==> config.mk <==
export PLATFORM = sky130hd
export DESIGN_NAME = pg_top
export DESIGN_NICKNAME = d
export VERILOG_FILES = /design/src/hw/pg_pkg.sv /design/src/hw/pg_param_if.sv /design/src/hw/pg_reg_loader.sv /design/src/hw/pg_detune2.sv /design/src/hw/pg_fnum_rom.sv /design/src/hw/pg_dt1_mul.sv /design/src/hw/pg_phase_acc.sv /design/src/hw/pg_top.sv
export SDC_FILE = /design/constraint.sdc
export NUM_CORES = 1
export LEC_CHECK = 0
export ABC_AREA = 1
export BUFFER_PORTS_ARGS = -buffer_cell sky130_fd_sc_hd__buf_4
export CAP_MARGIN = 25
export CORE_MARGIN = 3
export CORE_UTILIZATION = 30
export DETAILED_ROUTE_END_ITERATION = 10
export HOLD_SLACK_MARGIN = 0.02
export PLACE_DENSITY = 0.42
export SLEW_MARGIN = 20
export SYNTH_ARGS = -nofsm -noshare
export SYNTH_HDL_FRONTEND = slang
export SYNTH_HIERARCHICAL = 1
export SYNTH_SLANG_ARGS = --single-unit
==> constraint.sdc <==
create_clock -name i_EMUCLK -period 8.1 [get_ports i_EMUCLK]
set_clock_uncertainty 0.1 [all_clocks]
set_input_delay 0.81 -clock i_EMUCLK [delete_from_list [all_inputs] [get_ports i_EMUCLK]]
set_output_delay 0.81 -clock i_EMUCLK [all_outputs]
set_load 0.01 [all_outputs]
==> src/hw/pg_pkg.sv <==
`default_nettype none

package pg_pkg;

    // operator register widths
    localparam int KC_W  = 7;
    localparam int KF_W  = 6;
    localparam int DT1_W = 3;
    localparam int MUL_W = 4;

    // pitch and phase datapath widths
    localparam int PITCH_W       = 13;
    localparam int PDELTA_BASE_W = 12;
    localparam int SHIFT_W       = 5;
    localparam int PDELTA_W      = 17;
    localparam int PHASE_W       = 20;
    localparam int OP_PHASE_W    = 10;

    // key code rom shape
    localparam int ROM_ADDR_W  = 6;
    localparam int ROM_MCAND_W = 4;
    localparam int ROM_INC_W   = 7;

    // highest legal pitch, key code 7E with full fraction
    localparam logic [PITCH_W-1:0] PITCH_MAX = 13'b111_1110_111111;

    typedef enum logic [1:0] {
        IDLE,
        CALC,
        DONE
    } pg_load_state_e;

    // integer offsets 0/8/9/12, fraction offsets 0/0/52/32
    typedef enum logic [1:0] {
        DT2_NONE  = 2'd0,
        DT2_SMALL = 2'd1,
        DT2_MID   = 2'd2,
        DT2_LARGE = 2'd3
    } dt2_e;

endpackage

`default_nettype wire

==> src/hw/pg_param_if.sv <==
`timescale 1ns/1ps
`default_nettype none

interface pg_param_if
    import pg_pkg::*;
();

    logic [KC_W-1:0]  kc;
    logic [KF_W-1:0]  kf;
    dt2_e             dt2;
    logic [DT1_W-1:0] dt1;
    logic [MUL_W-1:0] mul;

    // loader owns the latched values
    modport loader (output kc, kf, dt2, dt1, mul);

    // pipeline stages only read them
    modport pipe (input kc, kf, dt2, dt1, mul);

endinterface

`default_nettype wire

==> src/hw/pg_reg_loader.sv <==
`timescale 1ns/1ps
`default_nettype none

module pg_reg_loader
    import pg_pkg::*;
(
    input  logic             i_EMUCLK,
    input  logic             i_rst,
    input  logic             i_req,
    output logic             o_ack,
    input  logic [KC_W-1:0]  i_kc,
    input  logic [KF_W-1:0]  i_kf,
    input  logic [1:0]       i_dt2,
    input  logic [DT1_W-1:0] i_dt1,
    input  logic [MUL_W-1:0] i_mul,
    pg_param_if.loader       params,
    output logic             o_start,
    input  logic             i_inc_valid
);

    pg_load_state_e state_q;
    logic           capture_q;

    ////////////////////////////////////////////////////////////
    // handshake sequencer

    always_ff @(posedge i_EMUCLK) begin
        if (i_rst) begin
            state_q   <= IDLE;
            capture_q <= 1'b0;
            o_start   <= 1'b0;
            o_ack     <= 1'b0;
        end else begin
            capture_q <= 1'b0;
            // start goes out together with the captured registers
            o_start   <= capture_q;
            case (state_q)
                IDLE: begin
                    if (i_req) begin
                        capture_q <= 1'b1;
                        state_q   <= CALC;
                    end
                end
                CALC: begin
                    if (i_inc_valid) begin
                        o_ack   <= 1'b1;
                        state_q <= DONE;
                    end
                end
                DONE: begin
                    if (!i_req) begin
                        o_ack   <= 1'b0;
                        state_q <= IDLE;
                    end
                end
                default: state_q <= IDLE;
            endcase
        end
    end

    ////////////////////////////////////////////////////////////
    // pitch register latch

    // held until the next capture, host keeps inputs stable under req
    always_ff @(posedge i_EMUCLK) begin
        if (capture_q) begin
            params.kc  <= i_kc;
            params.kf  <= i_kf;
            params.dt2 <= dt2_e'(i_dt2);
            params.dt1 <= i_dt1;
            params.mul <= i_mul;
        end
    end

endmodule

`default_nettype wire

==> src/hw/pg_detune2.sv <==
`timescale 1ns/1ps
`default_nettype none

module pg_detune2
    import pg_pkg::*;
(
    input  logic               i_EMUCLK,
    input  logic               i_rst,
    pg_param_if.pipe           params,
    input  logic               i_start,
    output logic               o_pitch_valid,
    output logic [PITCH_W-1:0] o_pitch
);

    logic [KF_W-1:0] frac_ofs;
    logic [KC_W-1:0] int_ofs;
    logic [KF_W:0]   frac_q;
    logic            frac_valid_q;
    logic [1:0]      ng_carry;
    logic [KC_W:0]   int_sum;

    // offsets per coarse detune code
    always_comb begin
        frac_ofs = '0;
        int_ofs  = '0;
        case (params.dt2)
            DT2_SMALL: int_ofs = 7'd8;
            DT2_MID: begin
                int_ofs  = 7'd9;
                frac_ofs = 6'd52;
            end
            DT2_LARGE: begin
                int_ofs  = 7'd12;
                frac_ofs = 6'd32;
            end
            default: int_ofs = 7'd0;
        endcase
    end

    // note group carry, keeps the key code out of the x3 slots
    always_comb begin
        if (params.dt2 == DT2_MID) begin
            if (frac_q[KF_W]) begin
                ng_carry = (params.kc[1:0] == 2'b00) ? 2'd1 : 2'd2;
            end else begin
                ng_carry = {1'b0, params.kc[1]};
            end
        end else if (frac_q[KF_W]) begin
            ng_carry = params.kc[1] ? 2'd2 : 2'd1;
        end else begin
            ng_carry = 2'd0;
        end
    end

    assign int_sum = {1'b0, params.kc} + {1'b0, int_ofs} + {6'b0, ng_carry};

    always_ff @(posedge i_EMUCLK) begin
        if (i_rst) begin
            frac_valid_q  <= 1'b0;
            o_pitch_valid <= 1'b0;
        end else begin
            frac_valid_q  <= i_start;
            o_pitch_valid <= frac_valid_q;
        end
    end

    // stage 1 fraction with carry, stage 2 integer with saturation
    always_ff @(posedge i_EMUCLK) begin
        frac_q  <= {1'b0, params.kf} + {1'b0, frac_ofs};
        o_pitch <= int_sum[KC_W] ? PITCH_MAX : {int_sum[KC_W-1:0], frac_q[KF_W-1:0]};
    end

endmodule

`default_nettype wire

==> src/hw/pg_fnum_rom.sv <==
`timescale 1ns/1ps
`default_nettype none

module pg_fnum_rom
    import pg_pkg::*;
(
    input  logic                     i_EMUCLK,
    input  logic                     i_rst,
    input  logic                     i_pitch_valid,
    input  logic [PITCH_W-1:0]       i_pitch,
    output logic                     o_valid,
    output logic [SHIFT_W-1:0]       o_shift_amount,
    output logic [PDELTA_BASE_W-1:0] o_base,
    output logic [SHIFT_W-1:0]       o_eg_shift_amount
);

    logic [ROM_ADDR_W-1:0]    rom_addr;
    logic [16:0]              rom_word;
    logic [PDELTA_BASE_W-1:0] base1_q;
    logic [ROM_MCAND_W-1:0]   mcand1_q;
    logic                     calc1_q;
    logic [SHIFT_W-1:0]       shift1_q;
    logic [3:0]               mult1_q;
    logic                     valid1_q;
    logic [ROM_INC_W-1:0]     full_v;
    logic [ROM_INC_W-1:0]     odd_v;
    logic [ROM_INC_W-1:0]     inc_c;
    logic [PDELTA_BASE_W-1:0] base2_q;
    logic [ROM_INC_W-1:0]     inc2_q;
    logic                     valid2_q;

    ////////////////////////////////////////////////////////////
    // stage 1, key code table

    assign rom_addr = i_pitch[9:4];

    // word is base, then multiplicand bits 0,3,2,1 and calc mode
    always_comb begin
        case (rom_addr)
            6'h00: rom_word = {12'b010100_010011, 5'b10011};
            6'h01: rom_word = {12'b010100_100110, 5'b10011};
            6'h02: rom_word = {12'b010100_111001, 5'b10011};
            6'h03: rom_word = {12'b010101_001100, 5'b00101};
            6'h04: rom_word = {12'b010101_100000, 5'b00101};
            6'h05: rom_word = {12'b010101_110100, 5'b00101};
            6'h06: rom_word = {12'b010110_001000, 5'b10101};
            6'h07: rom_word = {12'b010110_011101, 5'b00101};
            6'h08: rom_word = {12'b010110_110010, 5'b10101};
            6'h09: rom_word = {12'b010111_000111, 5'b10101};
            6'h0A: rom_word = {12'b010111_011101, 5'b00111};
            6'h0B: rom_word = {12'b010111_110011, 5'b00111};
            6'h10: rom_word = {12'b011000_001001, 5'b00111};
            6'h11: rom_word = {12'b011000_011111, 5'b00111};
            6'h12: rom_word = {12'b011000_110110, 5'b10111};
            6'h13: rom_word = {12'b011001_001101, 5'b10111};
            6'h14: rom_word = {12'b011001_100101, 5'b10111};
            6'h15: rom_word = {12'b011001_111100, 5'b01001};
            6'h16: rom_word = {12'b011010_010101, 5'b01001};
            6'h17: rom_word = {12'b011010_101101, 5'b01001};
            6'h18: rom_word = {12'b011011_000110, 5'b11001};
            6'h19: rom_word = {12'b011011_011111, 5'b11001};
            6'h1A: rom_word = {12'b011011_111001, 5'b01011};
            6'h1B: rom_word = {12'b011100_010011, 5'b01011};
            6'h20: rom_word = {12'b011100_101101, 5'b01011};
            6'h21: rom_word = {12'b011101_001000, 5'b11011};
            6'h22: rom_word = {12'b011101_100011, 5'b11011};
            6'h23: rom_word = {12'b011101_111110, 5'b01101};
            6'h24: rom_word = {12'b011110_011010, 5'b01101};
            6'h25: rom_word = {12'b011110_110111, 5'b01101};
            6'h26: rom_word = {12'b011111_010011, 5'b11101};
            6'h27: rom_word = {12'b011111_110000, 5'b01111};
            6'h28: rom_word = {12'b100000_001110, 5'b01111};
            6'h29: rom_word = {12'b100000_101100, 5'b01111};
            6'h2A: rom_word = {12'b100001_001010, 5'b11111};
            6'h2B: rom_word = {12'b100001_101001, 5'b11111};
            6'h30: rom_word = {12'b100010_001001, 5'b11111};
            6'h31: rom_word = {12'b100010_101000, 5'b11110};
            6'h32: rom_word = {12'b100011_001001, 5'b11110};
            6'h33: rom_word = {12'b100011_101001, 5'b11110};
            6'h34: rom_word = {12'b100100_001011, 5'b11110};
            6'h35: rom_word = {12'b100100_101100, 5'b11110};
            6'h36: rom_word = {12'b100101_001110, 5'b01110};
            6'h37: rom_word = {12'b100101_110001, 5'b01110};
            6'h38: rom_word = {12'b100110_010100, 5'b01110};
            6'h39: rom_word = {12'b100110_111000, 5'b01110};
            6'h3A: rom_word = {12'b100111_011100, 5'b01110};
            6'h3B: rom_word = {12'b101000_000001, 5'b01110};
            // note codes x3, x7, xB and xF
            default: rom_word = '0;
        endcase
    end

    ////////////////////////////////////////////////////////////
    // stage 2, interpolation increment

    assign full_v = {3'b001, mcand1_q};
    assign odd_v  = {3'b001, mcand1_q[3:1], 1'b1};

    always_comb begin
        if (calc1_q) begin
            inc_c = (full_v & {7{mult1_q[3]}}) + ((full_v >> 1) & {7{mult1_q[2]}})
                  + ((full_v >> 2) & {7{mult1_q[1]}}) + ((full_v >> 3) & {7{mult1_q[0]}});
        end else begin
            inc_c = (odd_v & {7{mult1_q[3]}}) + ((odd_v >> 1) & {7{mult1_q[2]}})
                  + ((odd_v >> 3) & {7{mult1_q[0]}})
                  + ((mult1_q[3] & mult1_q[2] & ~mcand1_q[0]) ? 7'd4 : 7'd0)
                  + (mult1_q[3] ? 7'd1 : 7'd0)
                  + (mult1_q[1] ? 7'd8 : 7'd0)
                  + (mult1_q[0] ? 7'd2 : 7'd0);
        end
    end

    ////////////////////////////////////////////////////////////
    // stage registers

    always_ff @(posedge i_EMUCLK) begin
        if (i_rst) begin
            valid1_q          <= 1'b0;
            valid2_q          <= 1'b0;
            o_valid           <= 1'b0;
            o_eg_shift_amount <= '0;
        end else begin
            valid1_q          <= i_pitch_valid;
            valid2_q          <= valid1_q;
            o_valid           <= valid2_q;
            o_eg_shift_amount <= shift1_q;
        end
    end

    always_ff @(posedge i_EMUCLK) begin
        base1_q        <= rom_word[16:5];
        mcand1_q       <= {rom_word[3:1], rom_word[4]};
        calc1_q        <= rom_word[0];
        shift1_q       <= i_pitch[12:8];
        mult1_q        <= i_pitch[3:0];
        base2_q        <= base1_q;
        inc2_q         <= inc_c;
        // increment lsb is dropped
        o_base         <= base2_q + {6'b0, inc2_q[ROM_INC_W-1:1]};
        o_shift_amount <= o_eg_shift_amount;
    end

endmodule

`default_nettype wire

==> src/hw/pg_dt1_mul.sv <==
`timescale 1ns/1ps
`default_nettype none

module pg_dt1_mul
    import pg_pkg::*;
(
    input  logic                     i_EMUCLK,
    input  logic                     i_rst,
    pg_param_if.pipe                 params,
    input  logic                     i_valid,
    input  logic [SHIFT_W-1:0]       i_shift_amount,
    input  logic [PDELTA_BASE_W-1:0] i_base,
    output logic                     o_inc_valid,
    output logic [PHASE_W-1:0]       o_inc
);

    logic [18:0]         shift_wide;
    logic [4:0]          dt1_int;
    logic [1:0]          pla_sel;
    logic [4:0]          pla_base;
    logic [PDELTA_W-1:0] dt1_mag;
    logic [PDELTA_W-1:0] dt1_c;
    logic [PDELTA_W-1:0] shifted_q;
    logic [PDELTA_W-1:0] dt1_q;
    logic [PDELTA_W-1:0] detuned_q;
    logic [PHASE_W:0]    mul_q;
    logic                valid1_q;
    logic                valid2_q;
    logic                valid3_q;

    ////////////////////////////////////////////////////////////
    // stage 1, octave shift and dt1 decode

    // octave 0 is base >> 2, octave 7 is base << 5
    assign shift_wide = {7'b0, i_base} << i_shift_amount[4:2];

    always_comb begin
        case (params.dt1[1:0])
            2'd0:    dt1_int = {2'b0, i_shift_amount[4:2]} + 5'd1;
            2'd1:    dt1_int = {2'b0, i_shift_amount[4:2]} + 5'd9;
            2'd2:    dt1_int = {2'b0, i_shift_amount[4:2]} + 5'd11;
            default: dt1_int = {2'b0, i_shift_amount[4:2]} + 5'd12;
        endcase
    end

    // top key codes share the first pla column
    assign pla_sel = (i_shift_amount >= 5'd28) ? 2'd0 : i_shift_amount[1:0];

    always_comb begin
        case ({dt1_int[0], pla_sel})
            3'b0_00: pla_base = 5'b10000;
            3'b0_01: pla_base = 5'b10001;
            3'b0_10: pla_base = 5'b10011;
            3'b0_11: pla_base = 5'b10100;
            3'b1_00: pla_base = 5'b10110;
            3'b1_01: pla_base = 5'b11000;
            3'b1_10: pla_base = 5'b11011;
            default: pla_base = 5'b11101;
        endcase
    end

    // more pla bits kept as intensity rises from 10 to 19
    always_comb begin
        case (dt1_int[4:1])
            4'd5:    dt1_mag = {16'b0, pla_base[4]};
            4'd6:    dt1_mag = {15'b0, pla_base[4:3]};
            4'd7:    dt1_mag = {14'b0, pla_base[4:2]};
            4'd8:    dt1_mag = {13'b0, pla_base[4:1]};
            4'd9:    dt1_mag = {12'b0, pla_base};
            default: dt1_mag = '0;
        endcase
        if (params.dt1 == '0) begin
            dt1_c = '0;
        end else if (params.dt1[2]) begin
            dt1_c = ~dt1_mag + 17'd1;
        end else begin
            dt1_c = dt1_mag;
        end
    end

    ////////////////////////////////////////////////////////////
    // stages 2 to 4, detune add, multiply, truncate

    always_ff @(posedge i_EMUCLK) begin
        if (i_rst) begin
            valid1_q    <= 1'b0;
            valid2_q    <= 1'b0;
            valid3_q    <= 1'b0;
            o_inc_valid <= 1'b0;
        end else begin
            valid1_q    <= i_valid;
            valid2_q    <= valid1_q;
            valid3_q    <= valid2_q;
            o_inc_valid <= valid3_q;
        end
    end

    always_ff @(posedge i_EMUCLK) begin
        shifted_q <= shift_wide[18:2];
        dt1_q     <= dt1_c;
        detuned_q <= shifted_q + dt1_q;
        // mul 0 means one half
        mul_q     <= (params.mul == '0) ? {5'b0, detuned_q[PDELTA_W-1:1]}
                                        : detuned_q * params.mul;
        o_inc     <= mul_q[PHASE_W-1:0];
    end

endmodule

`default_nettype wire

==> src/hw/pg_phase_acc.sv <==
`timescale 1ns/1ps
`default_nettype none

module pg_phase_acc
    import pg_pkg::*;
(
    input  logic                  i_EMUCLK,
    input  logic                  i_rst,
    input  logic                  i_inc_valid,
    input  logic [PHASE_W-1:0]    i_inc,
    input  logic                  i_phase_rst,
    output logic [OP_PHASE_W-1:0] o_op_phase
);

    logic [PHASE_W-1:0] inc_q;
    logic [PHASE_W-1:0] phase_q;

    // new increment takes effect one clock after it lands
    always_ff @(posedge i_EMUCLK) begin
        if (i_rst) begin
            inc_q   <= '0;
            phase_q <= '0;
        end else begin
            if (i_inc_valid) begin
                inc_q <= i_inc;
            end
            if (i_phase_rst) begin
                phase_q <= '0;
            end else begin
                phase_q <= phase_q + inc_q;
            end
        end
    end

    assign o_op_phase = phase_q[PHASE_W-1:PHASE_W-OP_PHASE_W];

endmodule

`default_nettype wire

==> src/hw/pg_top.sv <==
`timescale 1ns/1ps
`default_nettype none

module pg_top
    import pg_pkg::*;
(
    input  logic                  i_EMUCLK,
    input  logic                  i_rst,
    input  logic                  i_req,
    output logic                  o_ack,
    input  logic [KC_W-1:0]       i_kc,
    input  logic [KF_W-1:0]       i_kf,
    input  logic [1:0]            i_dt2,
    input  logic [DT1_W-1:0]      i_dt1,
    input  logic [MUL_W-1:0]      i_mul,
    input  logic                  i_phase_rst,
    output logic [OP_PHASE_W-1:0] o_op_phase,
    output logic [SHIFT_W-1:0]    o_eg_shift_amount
);

    logic                     start;
    logic                     pitch_valid;
    logic [PITCH_W-1:0]       pitch;
    logic                     rom_valid;
    logic [SHIFT_W-1:0]       rom_shift_amount;
    logic [PDELTA_BASE_W-1:0] rom_base;
    logic                     inc_valid;
    logic [PHASE_W-1:0]       inc;

    pg_param_if u_params ();

    pg_reg_loader u_loader (
        .i_EMUCLK    (i_EMUCLK),
        .i_rst       (i_rst),
        .i_req       (i_req),
        .o_ack       (o_ack),
        .i_kc        (i_kc),
        .i_kf        (i_kf),
        .i_dt2       (i_dt2),
        .i_dt1       (i_dt1),
        .i_mul       (i_mul),
        .params      (u_params.loader),
        .o_start     (start),
        .i_inc_valid (inc_valid)
    );

    pg_detune2 u_detune2 (
        .i_EMUCLK      (i_EMUCLK),
        .i_rst         (i_rst),
        .params        (u_params.pipe),
        .i_start       (start),
        .o_pitch_valid (pitch_valid),
        .o_pitch       (pitch)
    );

    pg_fnum_rom u_fnum_rom (
        .i_EMUCLK          (i_EMUCLK),
        .i_rst             (i_rst),
        .i_pitch_valid     (pitch_valid),
        .i_pitch           (pitch),
        .o_valid           (rom_valid),
        .o_shift_amount    (rom_shift_amount),
        .o_base            (rom_base),
        .o_eg_shift_amount (o_eg_shift_amount)
    );

    pg_dt1_mul u_dt1_mul (
        .i_EMUCLK       (i_EMUCLK),
        .i_rst          (i_rst),
        .params         (u_params.pipe),
        .i_valid        (rom_valid),
        .i_shift_amount (rom_shift_amount),
        .i_base         (rom_base),
        .o_inc_valid    (inc_valid),
        .o_inc          (inc)
    );

    pg_phase_acc u_phase_acc (
        .i_EMUCLK    (i_EMUCLK),
        .i_rst       (i_rst),
        .i_inc_valid (inc_valid),
        .i_inc       (inc),
        .i_phase_rst (i_phase_rst),
        .o_op_phase  (o_op_phase)
    );

endmodule

`default_nettype wire

## Word level (Yosys, flattened, before mapping)

Memory sizes are Yosys's and may differ from the RTL's. A register that Yosys moved wholly into a read port is not among the register bits.
Cells that the tools add are included.

- Bits in writable memories: 0
- Word-level logic and storage cells: 127
- Output and inout port bits: 16
- Bits in latches: 0
- Bits in registers: 237
- Bits of input ports: 26
- Memories: 1
- Bits in read-only memories: 1088

Memories:

| memory | depth | width | rd ports | clocked after Yosys merged registers in | wr ports | RTL line | source |
|---|---|---|---|---|---|---|---|
| (name not given) | 64 | 17 | 1 | 1 | 0 | pg_fnum_rom.sv:39 | `case (rom_addr)` |

- Reduce and logical (&&, ||, !) cells: 11
- $add $sub $neg: 20
- Shifts and indexed selects: 1
- Divide/modulo/power cells: 0
- Magnitude comparators: 1
- Multipliers: 1
- Mux-type cells: 26
- Bitwise operators: 10
- Equality and inequality tests: 21

Operator list:

| kind | number |
|---|---|
| adder 7 bit | 9 |
| case mux 4 bit (7 select lines) | 1 |
| case mux 5 bit (5 select lines) | 1 |
| adder 20 bit | 1 |
| multiplier 17 x 4 -> 20 bit | 1 |
| 2-to-1 mux 2 bit | 10 |
| left shift 12 x 3 -> 19 bit | 1 |
| adder 17 x 1 -> 17 bit (second input constant) | 1 |
| adder 17 bit | 1 |
| 2-to-1 mux 17 bit | 1 |
| NOT 5 -> 17 bit | 1 |
| 2-to-1 mux 16 bit | 1 |
| adder 3 x 4 -> 5 bit (second input constant) | 3 |
| case mux 5 bit (3 select lines) | 1 |
| AND 5 x 7 -> 7 bit | 2 |
| adder 12 x 6 -> 12 bit | 1 |
| equality test 4 x 3 -> 1 bit (second input constant) | 3 |
| case mux 4 bit (3 select lines) | 1 |
| case mux 6 bit (2 select lines) | 1 |
| equality test 3 bit (second input constant) | 3 |
| adder 7 x 4 -> 8 bit | 1 |
| adder 8 x 2 -> 8 bit | 1 |
| equality test 2 bit (second input constant) | 4 |
| equality test 4 bit (second input constant) | 2 |
| 25 further kinds | 39 |

## Logic depth before layout (Yosys ltp)

Gate-level depths: netlist of run 1.

- Word-level depth: 8
- Depth in mapped cells: 20
- Depth with buffers taken out: 20

## Cells and area by module

Netlist of run 1, hierarchy kept.

By module, submodules not included:

| module | seq. area each (µm²) | cells an instance | instances | area each (µm²) |
|---|---|---|---|---|
| pg_dt1_mul | 1741.7 | 785 | 1 | 5811.8 |
| pg_fnum_rom | 1381.3 | 483 | 1 | 3583.4 |
| pg_phase_acc | 800.8 | 356 | 1 | 2394.8 |
| pg_detune2 | 440.4 | 120 | 1 | 952.2 |
| pg_reg_loader | 760.7 | 45 | 1 | 852.1 |

## Worst setup path before layout of run 1

Ideal clock, no wire load.

- Path type: register to register
- Start point: register u_loader.params.mul[3]
- End point: register u_dt1_mul.mul_q[17]
- Path slack: 4.648 ns
- Required time: 7.885 ns
- Stages on the path, launching flop included: 18
- Clock period less this slack: 3.452 ns
- Data arrival time: 3.238 ns
- Setup time: 0.115 ns
- Buffers on the path: 2
- Path through: edfxtp_1 -> clkbuf_1 -> clkbuf_1 -> nand2_1 -> fa_1 -> inv_1 -> fa_1 -> ha_1 -> nand2_1 -> o21ai_0 -> nand2_1 -> nand3_1 -> nand2_1 -> nand2_1 -> nand2_1 -> nand2_1 -> a21oi_1 -> o21a_1

- Cells in the longest elaborated chain, start to end: 1
- Elaborated cells on any way between the ends: 2
- Classes of those cells: mul: 1; reduce/logical: 1

Ends and longest elaborated chain:

| what | RTL line | source |
|---|---|---|
| start: declaration | pg_param_if.sv:15 | `modport loader (output kc, kf, dt2, dt1, mul);` |
| start signal: assignment | pg_reg_loader.sv:71 | `params.mul <= i_mul;` |
| multiplier 17 x 4 -> 20 bit or zero test 4 bit (tied branches) | pg_dt1_mul.sv:104, pg_dt1_mul.sv:103 |  |
| end signal: assignment | pg_dt1_mul.sv:103 | `mul_q <= (params.mul == '0) ? {5'b0, detuned_q[PDELTA_W-1:1]}` |
| end: declaration | pg_dt1_mul.sv:26 | `logic [PHASE_W:0] mul_q;` |

Parallel ways exist; a longest one is shown, timed or not.
A chain may end at the register's enable or synchronous reset.

## Worst setup path after layout of run 1

- Start point: register u_fnum_rom.o_shift_amount[2]
- End point: register u_dt1_mul.dt1_q[4]

- Cells in the longest elaborated chain, start to end: 8
- Elaborated cells on any way between the ends: 24
- Classes of those cells: add/sub: 5; order compare: 1; eq/ne: 11; mux: 5; bitwise: 1; reduce/logical: 1

Ends and longest elaborated chain:

| what | RTL line | source |
|---|---|---|
| start: declaration | pg_fnum_rom.sv:12 | `output logic [SHIFT_W-1:0] o_shift_amount,` |
| start signal: assignment | pg_fnum_rom.sv:140 | `o_shift_amount <= o_eg_shift_amount;` |
| adder 3 x 4 -> 5 bit, or another cell as far along | pg_dt1_mul.sv:42 | `default: dt1_int = {2'b0, i_shift_amount[4:2]} + 5'd12;` |
| case mux 5 bit (3 select lines) or 2-to-1 mux 2 bit (tied branches) | pg_dt1_mul.sv:38, pg_dt1_mul.sv:47 |  |
| equality test 3 bit, or another cell as far along | pg_dt1_mul.sv:50 | `case ({dt1_int[0], pla_sel})` |
| case mux 4 bit (7 select lines) | pg_dt1_mul.sv:50 |  |
| case mux 5 bit (5 select lines) (*) | pg_dt1_mul.sv:64 | `case (dt1_int[4:1])` |
| NOT 5 -> 17 bit | pg_dt1_mul.sv:75 | `dt1_c = ~dt1_mag + 17'd1;` |
| adder 17 x 1 -> 17 bit | pg_dt1_mul.sv:75 |  |
| 2-to-1 mux 17 bit (*) | pg_dt1_mul.sv:74 | `end else if (params.dt1[2]) begin` |
| end signal: assignment | pg_dt1_mul.sv:100 | `dt1_q <= dt1_c;` |
| end: declaration | pg_dt1_mul.sv:24 | `logic [PDELTA_W-1:0] dt1_q;` |

Every way passes the cells marked *; elsewhere a longest branch is shown, timed or not.

==> results by group, run 1 <==
STA
  – Relative slew margins: 0.3451
  – Slew Viols, Final: 0
  – Slew @ Worst Pin: between 0.9 and 1 ns
  – Final-report hold violation count: 0
  – Final Cycle Share: 0.4694
  – Unrepaired setup endpoints after global routing: no
  – Setup TNS: 0 ns
  – Number of setup violations in the final report: 0
  – Final Worst Setup Slack: 4.298 ns
  – Max Fclk: 263.0 MHz
  – Min Tclk post-route: 3.802 ns

Synth
  – EDFF count, synth: 22
  – Post-synthesis sequential area ratio: 0.3770
  – Netlist cell types: 54
  – Syn_nets: slightly below 2000
  – Cell taking the most area after synthesis: dfxtp_1
  – Top area cells in the synthesized netlist: dfxtp_1 (33%), nand2_1 (13%), ha_1 (9.6%)
  – Flop and latch count out of synthesis: ~250
  – Top cell type's share of synthesized area: 0.3284
  – Netlist Area Pre-Place: 13590 um^2
  – Most used DFF post-synth: dfxtp_1
  – FFs w/ async S/R, synth: 0
  – Synthesized area per cell: ~7.6 um^2
  – YS warnings: 6
  – Mapped Cells: about 1800

Pwr
  – Combinational Power Share: 0.390
  – Switching part of the total: 0.3900
  – LEAKAGE: between 7 and 8 nW
  – Pwr dens: 324.3 nW/um^2
  – Clock power frac: 0.260
  – Reg power frac: 0.351
  – Psw: just under 2 mW
  – Power Internal: between 3 and 4 mW
  – Max VDD drop: roughly 160 uV

Clock network
  – Bufs on Longest Clock Path: 3
  – CTS root buffer: clkbuf_16
  – Post-CTS sizing: 0
  – Post-CTS Setup Bufs: 0
  – Skew-Pair Late Insertion Delay: roughly 0.56 ns
  – CTS hold repair buffers: 0
  – # H-tree levels: 1
  – TritonCTS clock tree: done
  – Total CTS buffers: 29
  – CTS sink count: approximately 250
  – Reg clk slew, reported paths: about 0.060 ns

Global routing
  – First-pass GRT wire length: around 54000 um
  – Vias in the first global route: roughly 11000
  – Largest net degree at the start of global routing: 26
  – Initial antenna violation count: 0
  – Total Routing Usage GR: 0.1370
  – Gr ovfl total: 0

Critical path
  – Setup crit end: u_dt1_mul/dt1_q[4]
  – Worst Path Class, Setup: flop to flop
  – Worst flop-to-flop path endpoint: u_dt1_mul/dt1_q[4]
  – FF-to-FF Start: u_fnum_rom/o_shift_amount[2]
  – Crit Path Max Fanout: 23
  – Critical path launch point type: flop
  – Crit path from: u_fnum_rom/o_shift_amount[2]
  – Setup crit end kind: flop
  – R2R depth: 16
  – FF-to-FF setup slack: between 4 and 5 ns
  – WP data arrival: roughly 4.2 ns
  – CP required: 8.44 ns

Detailed routing
  – Routed length per placed instance: 13.14 um
  – Routed Antenna Nets: 0
  – Via density: about 4.5
  – Post-route DRC: 0
  – Via count: 10870
  – Pre-antenna DRT Iters: 5
  – Iteration-0 DRC Markers: between 500 and 600
  – WL final: 31910 um

Die
  – Core Region: roughly 45000 um^2
  – Die ar.: around 48000 um^2
  – Starting Density: 0.3054
  – Num rows: just under 80
  – Die X-Extent: approximately 220 um
  – # IOs: 42
  – Die Y: approximately 220 um

Layout
  – Commonest non-fill, non-tap cells in the layout: nand2_1 (467), inv_1 (252), dfxtp_1 (223)
  – # diodes: 0
  – Fin area: 15380 um^2
  – Final #Nets: roughly 2000
  – Fraction of layout cells with a size suffix above 1: 0.08061
  – Area added between synthesis and finish: 13.14%
  – Commonest non-fill, non-tap cell in the layout: nand2_1

Placement
  – Post-place setup slack: 4.292 ns
  – IO Port Bufs: 41
  – Detailed Place HPWL: about 25000 um
  – GPL Wtd Cong: around 0.83
  – Placement Cell Area: about 14000 um^2

Run
  – Max-cap viol count: 0

Worst hold path
  – Hold Startpoint: u_fnum_rom/base1_q[11]
  – HP Class: flop to flop

Outcome
  – Status: complete, no violations
-- how the worst min path moves through the flow --
stage / slack (ns) / depth (start not counted) / end
after floorplan: 0.21 / 0 / u_dt1_mul/o_inc[0]
after global placement: 0.21 / 0 / u_dt1_mul/o_inc[11]
after detailed placement: 0.21 / 0 / u_dt1_mul/o_inc[2]
after CTS: 0.23 / 0 / u_fnum_rom/base2_q[11]
after global routing: 0.23 / 0 / u_fnum_rom/shift1_q[4]
final: 0.22 / 0 / u_fnum_rom/base2_q[11]
-- logic make-up after synthesis --
family	Yosys count	synth area share
xor+xnor	33	0.02126
flops	245	0.3770
simple gates	809	0.2501
compound gates	237	0.09590
mux	2	0.001473
fa+ha+maj	149	0.1620
buf+inv	314	0.09231
-- routing by layer --
layer | global-route usage | up-vias | routed length [um] | share of wire
met5 | 0 | - | 0 | 0
met4 | 0.03392 | 0 | 662 | 0.021
met3 | 0.02063 | 45 | 1162 | 0.036
met2 | 0.2393 | 170 | 15250 | 0.48
met1 | 0.1775 | 4942 | 14840 | 0.47
li1 | - | 5715 | - | -
-- Yosys cell counts, drive strengths merged, types with 3 or more instances --
master and count:
o211ai 5, fa 45, xnor2 12, nand4 11, nor2 170, edfxtp 22
nor4 4, o21bai 4, o21ai 104, o31ai 4, a31oi 7, ha 104
inv 261, o21a 5, nand3 115, dfxtp 223, nor3 11, nand3b 9
buf 24, clkbuf 27, nand2 480, a21oi 95, xor2 21, or2 6
a21boi 3
-- per-stage QoR --
stage / instances / util / hold WS (ns) / power (mW)
2_1_floorplan: 1789 / - / 0.2096 / 3.157
3_3_place_gp: 2374 / 0.3235 / 0.2111 / 3.761
3_5_place_dp: 2374 / 0.3235 / 0.2121 / 3.747
4_1_cts: 2428 / 0.3456 / 0.2250 / 5.091
5_1_grt: 2428 / 0.3456 / 0.2308 / 5.476
6_report: 2428 / 0.3456 / 0.2224 / 4.988
-- power groups by stage --
| stage | clock (mW) | combinational [mW] | sequential (mW) |
|---|---|---|---|
| after floorplan | 0 | 1.49 | 1.67 |
| after global placement | 0 | 1.98 | 1.79 |
| after detailed placement | 0 | 1.97 | 1.78 |
| after CTS | 1.35 | 1.98 | 1.76 |
| after global routing | 1.39 | 2.29 | 1.79 |
| final | 1.30 | 1.94 | 1.75 |
-- critical path: stages, from the launching register on --
cell      delay, ns
dfxtp_1        0.78
clkinv_1       0.48
fa_1           0.51
inv_1          0.06
ha_1           0.21
a21oi_1        0.14
nand2_1        0.11
a21oi_1        0.26
nand3_1        0.15
nand2_2        0.11
nor2_4         0.04
ha_1           0.18
inv_1          0.08
nor3_2         0.06
ha_1           0.27
nand2_1        0.06
o21ai_0        0.08
-- final cells by class --
| type | count | area, um^2 |
|---|---|---|
| Multi-Input combinational cell | 1230 | 7214 |
| Timing Repair Buffer | 44 | 330.3 |
| Clock inverter | 12 | 98.84 |
| Sequential cell | 245 | 5125 |
| Inverter | 263 | 987.2 |
| Clock buffer | 42 | 884.6 |
| Fill cell | 4786 | 29130 |
| Tap cell | 592 | 740.7 |
-- state kept, by name, indices dropped and copies added (netlist names), 6 cells and up --
| register | count |
|---|---|
| u_detune2/o_pitch | 13 |
| u_dt1_mul/shifted_q | 17 |
| u_dt1_mul/detuned_q | 17 |
| u_fnum_rom/base2_q | 12 |
| u_dt1_mul/o_inc | 20 |
| u_dt1_mul/dt1_q | 9 |
| u_fnum_rom/base1_q | 12 |
| u_fnum_rom/inc2_q | 6 |
| u_loader/params.kc | 7 |
| u_dt1_mul/mul_q | 20 |
| u_loader/params.kf | 6 |
| u_detune2/frac_q | 7 |
| u_phase_acc/phase_q | 20 |
| u_fnum_rom/o_base | 12 |
| u_phase_acc/inc_q | 20 |
(Power assumes the default switching activity.)
==> run 2: changes to the inputs <==
- clock period: 8.1 -> 4 ns (I/O delays scaled with it)
==> run 2 against run 1 <==
Net effect:
- sequential cell count stayed put
- worst setup slack worse by 4.0 ns
- core utilization is 0.62 points higher
- clock-buffer cell count stayed put
- clock power is 110% higher
- register-to-register slack worse by 4.0 ns
- critical path type unchanged
- global-route usage is 0.095 points lower
- sequential power is 99% higher
- wire length is 0.26% lower
- via count is 0.83% higher
==> results by group, run 2 (synthesis gave the netlist of run 1 again) <==
Outcome
  – Status: complete, no violations

Die
  – Die ar.: 47900 um^2 (unchanged)
  – Starting Density: 0.3054 (unchanged)
  – Core Region: 44510 um^2 (unchanged)
  – Num rows: 77 (unchanged)
  – Die X-Extent: 218.9 um (unchanged)
  – Die Y: 218.9 um (unchanged)
  – # IOs: 42 (unchanged)

Clock network
  – CTS hold repair buffers: 22 (+22)
  – Skew-Pair Late Insertion Delay: 0.56 ns (about the same)
  – Total CTS buffers: 29 (unchanged)
  – TritonCTS clock tree: done
  – CTS sink count: 245 (unchanged)
  – # H-tree levels: 1 (unchanged)
  – Post-CTS sizing: 0 (unchanged)
  – CTS root buffer: clkbuf_16
  – Bufs on Longest Clock Path: 3 (unchanged)
  – Reg clk slew, reported paths: 0.05 ns (about the same)
  – Post-CTS Setup Bufs: 0 (unchanged)

STA
  – Number of setup violations in the final report: 0 (unchanged)
  – Final Cycle Share: 0.9160 (+0.4466)
  – Max Fclk: 272.9 MHz (+3.8%)
  – Final-report hold violation count: 0 (unchanged)
  – Slew @ Worst Pin: 0.7430 ns (-0.2380 ns)
  – Unrepaired setup endpoints after global routing: no
  – Relative slew margins: 0.5040 (+0.1589)
  – Final Worst Setup Slack: 0.3360 ns (-3.962 ns)
  – Slew Viols, Final: 0 (unchanged)
  – Min Tclk post-route: 3.664 ns (-0.1380 ns)
  – Setup TNS: 0 ns (unchanged)

Layout
  – Final #Nets: 2017 (+1.5%)
  – Layout Cells excl Fill: 2456 (+1.2%)
  – Area added between synthesis and finish: 15.19%
  – # diodes: 0 (unchanged)
  – Seq. cell area: 5125 um^2 (unchanged)
  – Fraction of layout cells with a size suffix above 1: 0.08047 (-0.0001379)
  – Commonest non-fill, non-tap cell in the layout: nand2_1
  – Fillers: 4752 (-0.71%)
  – Area of the multi-input gates: 7214 um^2 (unchanged)
  – Commonest non-fill, non-tap cells in the layout: nand2_1 (467), inv_1 (252), dfxtp_1 (223)
  – Final core occ: 0.3518 (+0.006241)

Detailed routing
  – Post-route DRC: 0 (unchanged)
  – Iteration-0 DRC Markers: 522 (-13%)
  – Via density: 4.463 (-0.32%)
  – Routed length per placed instance: 12.96 um (-1.4%)
  – Via count: 10960 (+0.83%)
  – Routed Antenna Nets: 0 (unchanged)
  – Pre-antenna DRT Iters: 5 (unchanged)
  – WL final: 31830 um (-0.26%)

Global routing
  – Total Routing Usage GR: 0.1361 (-0.0009472)
  – Largest net degree at the start of global routing: 25 (-3.8%)
  – Vias in the first global route: 10920 (-0.81%)
  – Initial antenna violation count: 0 (unchanged)
  – First-pass GRT wire length: 53970 um (-0.86%)
  – Gr ovfl total: 0 (unchanged)

Critical path
  – Crit Path Max Fanout: 18 (-22%)
  – WP data arrival: 3.99 ns (-0.16 ns)
  – Crit-path max cell delay: 0.69 ns (-0.09 ns)
  – Critical path launch point type: flop
  – FF-to-FF setup slack: 0.34 ns (-3.96 ns)
  – Worst Path Class, Setup: flop to flop
  – CP required: 4.33 ns (-4.11 ns)
  – Cell Chain, Critical Path: nand2_1 > inv_1 > fa_1 > inv_1 > fa_1 > inv_1 > ha_1 > a21oi_1 > o21ai_0 > a21oi_1 > o21ai_0 > nand3_1 > a21oi_1 > nor2_1
  – Slowest-stage cell, CP: edfxtp_1
  – Setup crit end kind: flop

Pwr
  – LEAKAGE: 7.852 nW (+1.5%)
  – Max VDD drop: 312.4 uV (+100%)
  – Pwr dens: 646.0 nW/um^2 (+99%)
  – Power Total: 10.12 mW (+100%)

Worst hold path
  – HP Class: input port to flop

Placement
  – Detailed Place HPWL: 24370 um (-0.65%)
  – GPL Wtd Cong: 0.8416 (+1.4%)
  – IO Port Bufs: 41 (unchanged)
  – Post-place setup slack: 0.3607 ns (-3.931 ns)
  – Placed cells: 2381 (+0.29%)

Run
  – Max-cap viol count: 0 (unchanged)
run 2: path summary, 6_finish.rpt:
path,from,endpoint,cells after the start
max,u_loader/params.mul[1],u_dt1_mul/mul_q[18],14
min,i_req,u_loader/state_q[1],3
max reg2reg,u_loader/params.mul[1],u_dt1_mul/mul_q[18],14
min reg2reg,u_fnum_rom/base1_q[9],u_fnum_rom/base2_q[9],0
run 2: report_power, final:
| group | total (mW) | internal [mW] | switching [mW] |
|---|---|---|---|
| sequential | 3.49 | 3.11 | 0.384 |
| combinational | 3.95 | 1.48 | 2.47 |
| clock | 2.67 | 1.63 | 1.04 |
run 2: layout make-up:
type	instances	area share
multi-input cells	1230	0.4607
clock inverters	11	0.007751
clock buffers	42	0.05537
inverters	263	0.06304
repair buffers	73	0.03851
well taps	592	0.04730
flip-flops and latches	245	0.3273
run 2: layer usage:
layer,GRT usage,vias up,wire length [um]
met5,0,-,0
met4,0.03046,0,635
met3,0.01883,33,956
met2,0.2368,168,15100
met1,0.1792,4977,15140
li1,-,5784,-
run 2: stage by stage:
stage          hold WS, ns  cell area, um^2
2_1_floorplan       0.2096            13590
3_3_place_gp        0.2118            14450
3_5_place_dp        0.2121            14450
4_1_cts            0.04292            15660
5_1_grt            0.06192            15660
6_report           0.07940            15660
run 2: critical path, delay by kind of cell, from the launching register on:
kind                       cells  cell delay, ns
buffers and inverters          3            0.15
adders and majority gates      3            1.33
DFF                            1            0.69
and+or+nand+nor                3            0.35
AOI/OAI and AO/OA              5            0.90
==> run 3: changes to the inputs <==
- CORE_ASPECT_RATIO: not set -> 1.5
- SYNTH_HIERARCHICAL: 1 -> not set
==> run 3 against run 2 <==
Net effect:
- sequential share of layout area grew 0.87 points
- non-clock buffer count grew 5
- wire length grew 5.8%
- critical path depth shrank 3
- via count shrank 3.8%
- largest power group unchanged
- global-route usage grew 0.91 points
- critical path type unchanged
- design area shrank 2.6%
- maximum frequency grew 2.0%
- area after synthesis shrank 3.1%
- hold slack gained 0.056 ns
- largest cell class unchanged
==> results by group, run 3 <==
Pwr
  – LEAKAGE: 7.495 nW (-4.5%)
  – Clock power frac: 0.270 (+0.006)
  – Reg power frac: 0.348 (+0.003)
  – Combinational Power Share: 0.383 (-0.008)
  – Power Internal: 6.169 mW (-0.82%)
  – Switching part of the total: 0.3782 (-0.006918)
  – Pwr dens: 650.5 nW/um^2 (+0.69%)
  – Psw: 3.753 mW (-3.7%)
  – Max VDD drop: 318.1 uV (+1.8%)

STA
  – Setup TNS: 0 ns (unchanged)
  – Slew Viols, Final: 0 (unchanged)
  – Max Fclk: 278.4 MHz (+2.0%)
  – Slew @ Worst Pin: 0.8105 ns (+0.06753 ns)
  – Relative slew margins: 0.4589 (-0.04508)
  – Number of setup violations in the final report: 0 (unchanged)
  – Min Tclk post-route: 3.592 ns (-0.07239 ns)
  – Final-report hold violation count: 0 (unchanged)
  – Unrepaired setup endpoints after global routing: no
  – Final Worst Setup Slack: 0.4084 ns (+0.07239 ns)
  – Hold WS: 0.1355 ns (+0.05606 ns)
  – Final Cycle Share: 0.8979 (-0.01810)

Layout
  – Commonest non-fill, non-tap cells in the layout: nand2_1 (361), inv_1 (251), dfxtp_1 (223)
  – Area of the multi-input gates: 6833 um^2 (-5.3%)
  – Fillers: 4486 (-5.6%)
  – Fraction of layout cells with a size suffix above 1: 0.07947 (-0.0009981)
  – Final #Nets: 1904 (-5.6%)
  – Area added between synthesis and finish: 15.84%
  – # diodes: 0 (unchanged)
  – Commonest non-fill, non-tap cell in the layout: nand2_1
  – Seq. cell area: 5125 um^2 (unchanged)
  – Final core occ: 0.3533 (+0.001501)
  – Fin area: 15250 um^2 (-2.6%)

Detailed routing
  – Routed Antenna Nets: 0 (unchanged)
  – WL final: 33690 um (+5.8%)
  – Via count: 10550 (-3.8%)
  – Pre-antenna DRT Iters: 5 (unchanged)
  – Post-route DRC: 0 (unchanged)
  – Via density: 4.549 (+1.9%)
  – Iteration-0 DRC Markers: 410 (-21%)
  – Routed length per placed instance: 14.53 um (+12%)

Clock network
  – TritonCTS clock tree: done
  – Skew-Pair Late Insertion Delay: 0.55 ns (about the same)
  – CTS root buffer: clkbuf_16
  – Reg clk slew, reported paths: 0.06 ns (about the same)
  – CTS hold repair buffers: 23 (+4.5%)
  – Bufs on Longest Clock Path: 3 (unchanged)
  – # H-tree levels: 1 (unchanged)
  – Post-CTS sizing: 0 (unchanged)
  – Post-CTS Setup Bufs: 0 (unchanged)
  – CTS sink count: 245 (unchanged)
  – Total CTS buffers: 27 (-6.9%)

Synth
  – Netlist Area Pre-Place: 13170 um^2 (-3.1%)
  – Mapped Cells: 1673 (-6.5%)
  – Post-synthesis sequential area ratio: 0.3892 (+0.01225)
  – YS warnings: 0 (-6)
  – FFs w/ async S/R, synth: 0 (unchanged)
  – Flop and latch count out of synthesis: 245 (unchanged)
  – Cell taking the most area after synthesis: dfxtp_1
  – Synthesized area per cell: 7.870 um^2 (+3.6%)
  – Syn_nets: 1848 (-5.9%)
  – Top cell type's share of synthesized area: 0.3391 (+0.01067)
  – Most frequent cell after synthesis: nand2_1
  – Commonest cells in the netlist: nand2_1 (361), inv_1 (251), dfxtp_1 (223)
  – Most used DFF post-synth: dfxtp_1
  – EDFF count, synth: 22 (unchanged)
  – Top area cells in the synthesized netlist: dfxtp_1 (34%), nand2_1 (10%), ha_1 (9.8%)
  – Netlist cell types: 51 (-5.6%)

Critical path
  – Crit Path Max Fanout: 14 (-4)
  – Setup crit end kind: flop
  – Slowest-stage cell, CP: fa_1
  – Worst Path Class, Setup: flop to flop
  – Critical path launch point type: flop
  – CP required: 4.34 ns (about the same)
  – Crit path from: u_loader.params.mul[3]
  – FF-to-FF Start: u_loader.params.mul[3]
  – Crit-path max cell delay: 0.55 ns (-0.14 ns)
  – WP data arrival: 3.93 ns (-0.06 ns)
  – Cell Chain, Critical Path: buf_4 > nand2_1 > fa_1 > inv_1 > fa_1 > ha_1 > nand2_1 > nor3_1 > nand3_1 > a21oi_1 > nor2_1

Global routing
  – Initial antenna violation count: 0 (unchanged)
  – First-pass GRT wire length: 54630 um (+1.2%)
  – Gr ovfl total: 0 (unchanged)
  – Vias in the first global route: 11080 (+1.5%)
  – Total Routing Usage GR: 0.1451 (+0.009051)
  – Largest net degree at the start of global routing: 24 (-4.0%)

Placement
  – Post-place setup slack: 0.4090 ns (+0.04826 ns)
  – GPL Wtd Cong: 0.8869 (+5.4%)
  – IO Port Bufs: 41 (unchanged)
  – Detailed Place HPWL: 26560 um (+9.0%)
  – Placement Cell Area: 14050 um^2 (-2.8%)

Die
  – Die ar.: 46490 um^2 (-3.0%)
  – Die Y: 262.6 um (+20%)
  – Core Region: 43170 um^2 (-3.0%)
  – # IOs: 42 (unchanged)
  – Starting Density: 0.3050 (-0.0004317)
  – Num rows: 93 (+21%)
  – Die X-Extent: 177.1 um (-19%)

Worst hold path
  – Hold Startpoint: i_rst
  – HP Class: input port to flop

Outcome
  – Status: complete, no violations

Run
  – Max-cap viol count: 0 (unchanged)
run 3: changes by cell type in the layout (fill, tap and decap cells not counted), moves of 5 or more:
cell | before | now
nand2_2 | 13 | 8
nor2_2 | 8 | 3
o21bai_1 | 4 | 10
nor3_1 | 10 | 16
o21ai_1 | 15 | 4
nand3_1 | 111 | 64
a21oi_1 | 90 | 105
a31oi_1 | 7 | 16
nand2_1 | 467 | 361
a21oi_2 | 5 | 0
o21ai_0 | 88 | 112
run 3: critical path: cells and delay by family, from the launching register on:
kind                     cells  cell delay (ns)
buffers and inverters        2             0.30
adder cells (fa/ha/maj)      3             1.40
AND/OR/NAND/NOR              5             1.06
AO/OA/AOI/OAI                1             0.20
flip-flops                   1             0.42
run 3: final timing paths:
| kind | end | slack, ns | depth (start not counted) |
|---|---|---|---|
| max | u_dt1_mul.mul_q[18] | 0.41 | 11 |
| min | u_dt1_mul.valid3_q | 0.14 | 2 |
| max reg2reg | u_dt1_mul.mul_q[18] | 0.41 | 11 |
| min reg2reg | u_fnum_rom.base2_q[0] | 0.22 | 0 |
run 3: cell type report:
class	count	share of cell area
multi-input combinational	1120	0.4480
sequential	245	0.3360
inverter	257	0.06325
clock buffer	37	0.05349
tap	570	0.04676
timing repair buffer	78	0.04217
clock inverter	12	0.01034
run 3: cells by family (layout without fill, tap and decap cells):
kind of cell | Yosys count | in the layout | share of synthesized area
xor gates and xnor gates | 37 | 37 | 0.02461
and+or+nand+nor | 643 | 643 | 0.2020
AOI/OAI and AO/OA | 289 | 289 | 0.1225
buffers and inverters | 308 | 384 | 0.09227
DFF | 245 | 245 | 0.3892
muxes | 2 | 2 | 0.001521
adders and majority gates | 149 | 149 | 0.1678
run 3: routing by layer:
metal | share of wire | global-route usage | up-vias
met4 | 0.044 | 0.06502 | 0
met2 | 0.57 | 0.2993 | 143
met3 | 0.027 | 0.01619 | 71
met5 | 0 | 0 | -
li1 | - | - | 5454
met1 | 0.36 | 0.1383 | 4880
run 3: power by group through the flow:
stage / registers (mW) / clock network, mW / logic [mW]
global placement: 3.52 / 0 / 3.85
CTS: 3.47 / 2.80 / 3.89
detailed placement: 3.52 / 0 / 3.85
floorplan: 3.36 / 0 / 2.93
global route: 3.52 / 2.88 / 4.50
finish: 3.45 / 2.67 / 3.80
run 3: per-stage QoR:
stage / power (mW) / cells
finish: 9.921 / 2319
global route: 10.90 / 2319
CTS: 10.16 / 2319
detailed placement: 7.371 / 2247
global placement: 7.371 / 2247
floorplan: 6.289 / 1673
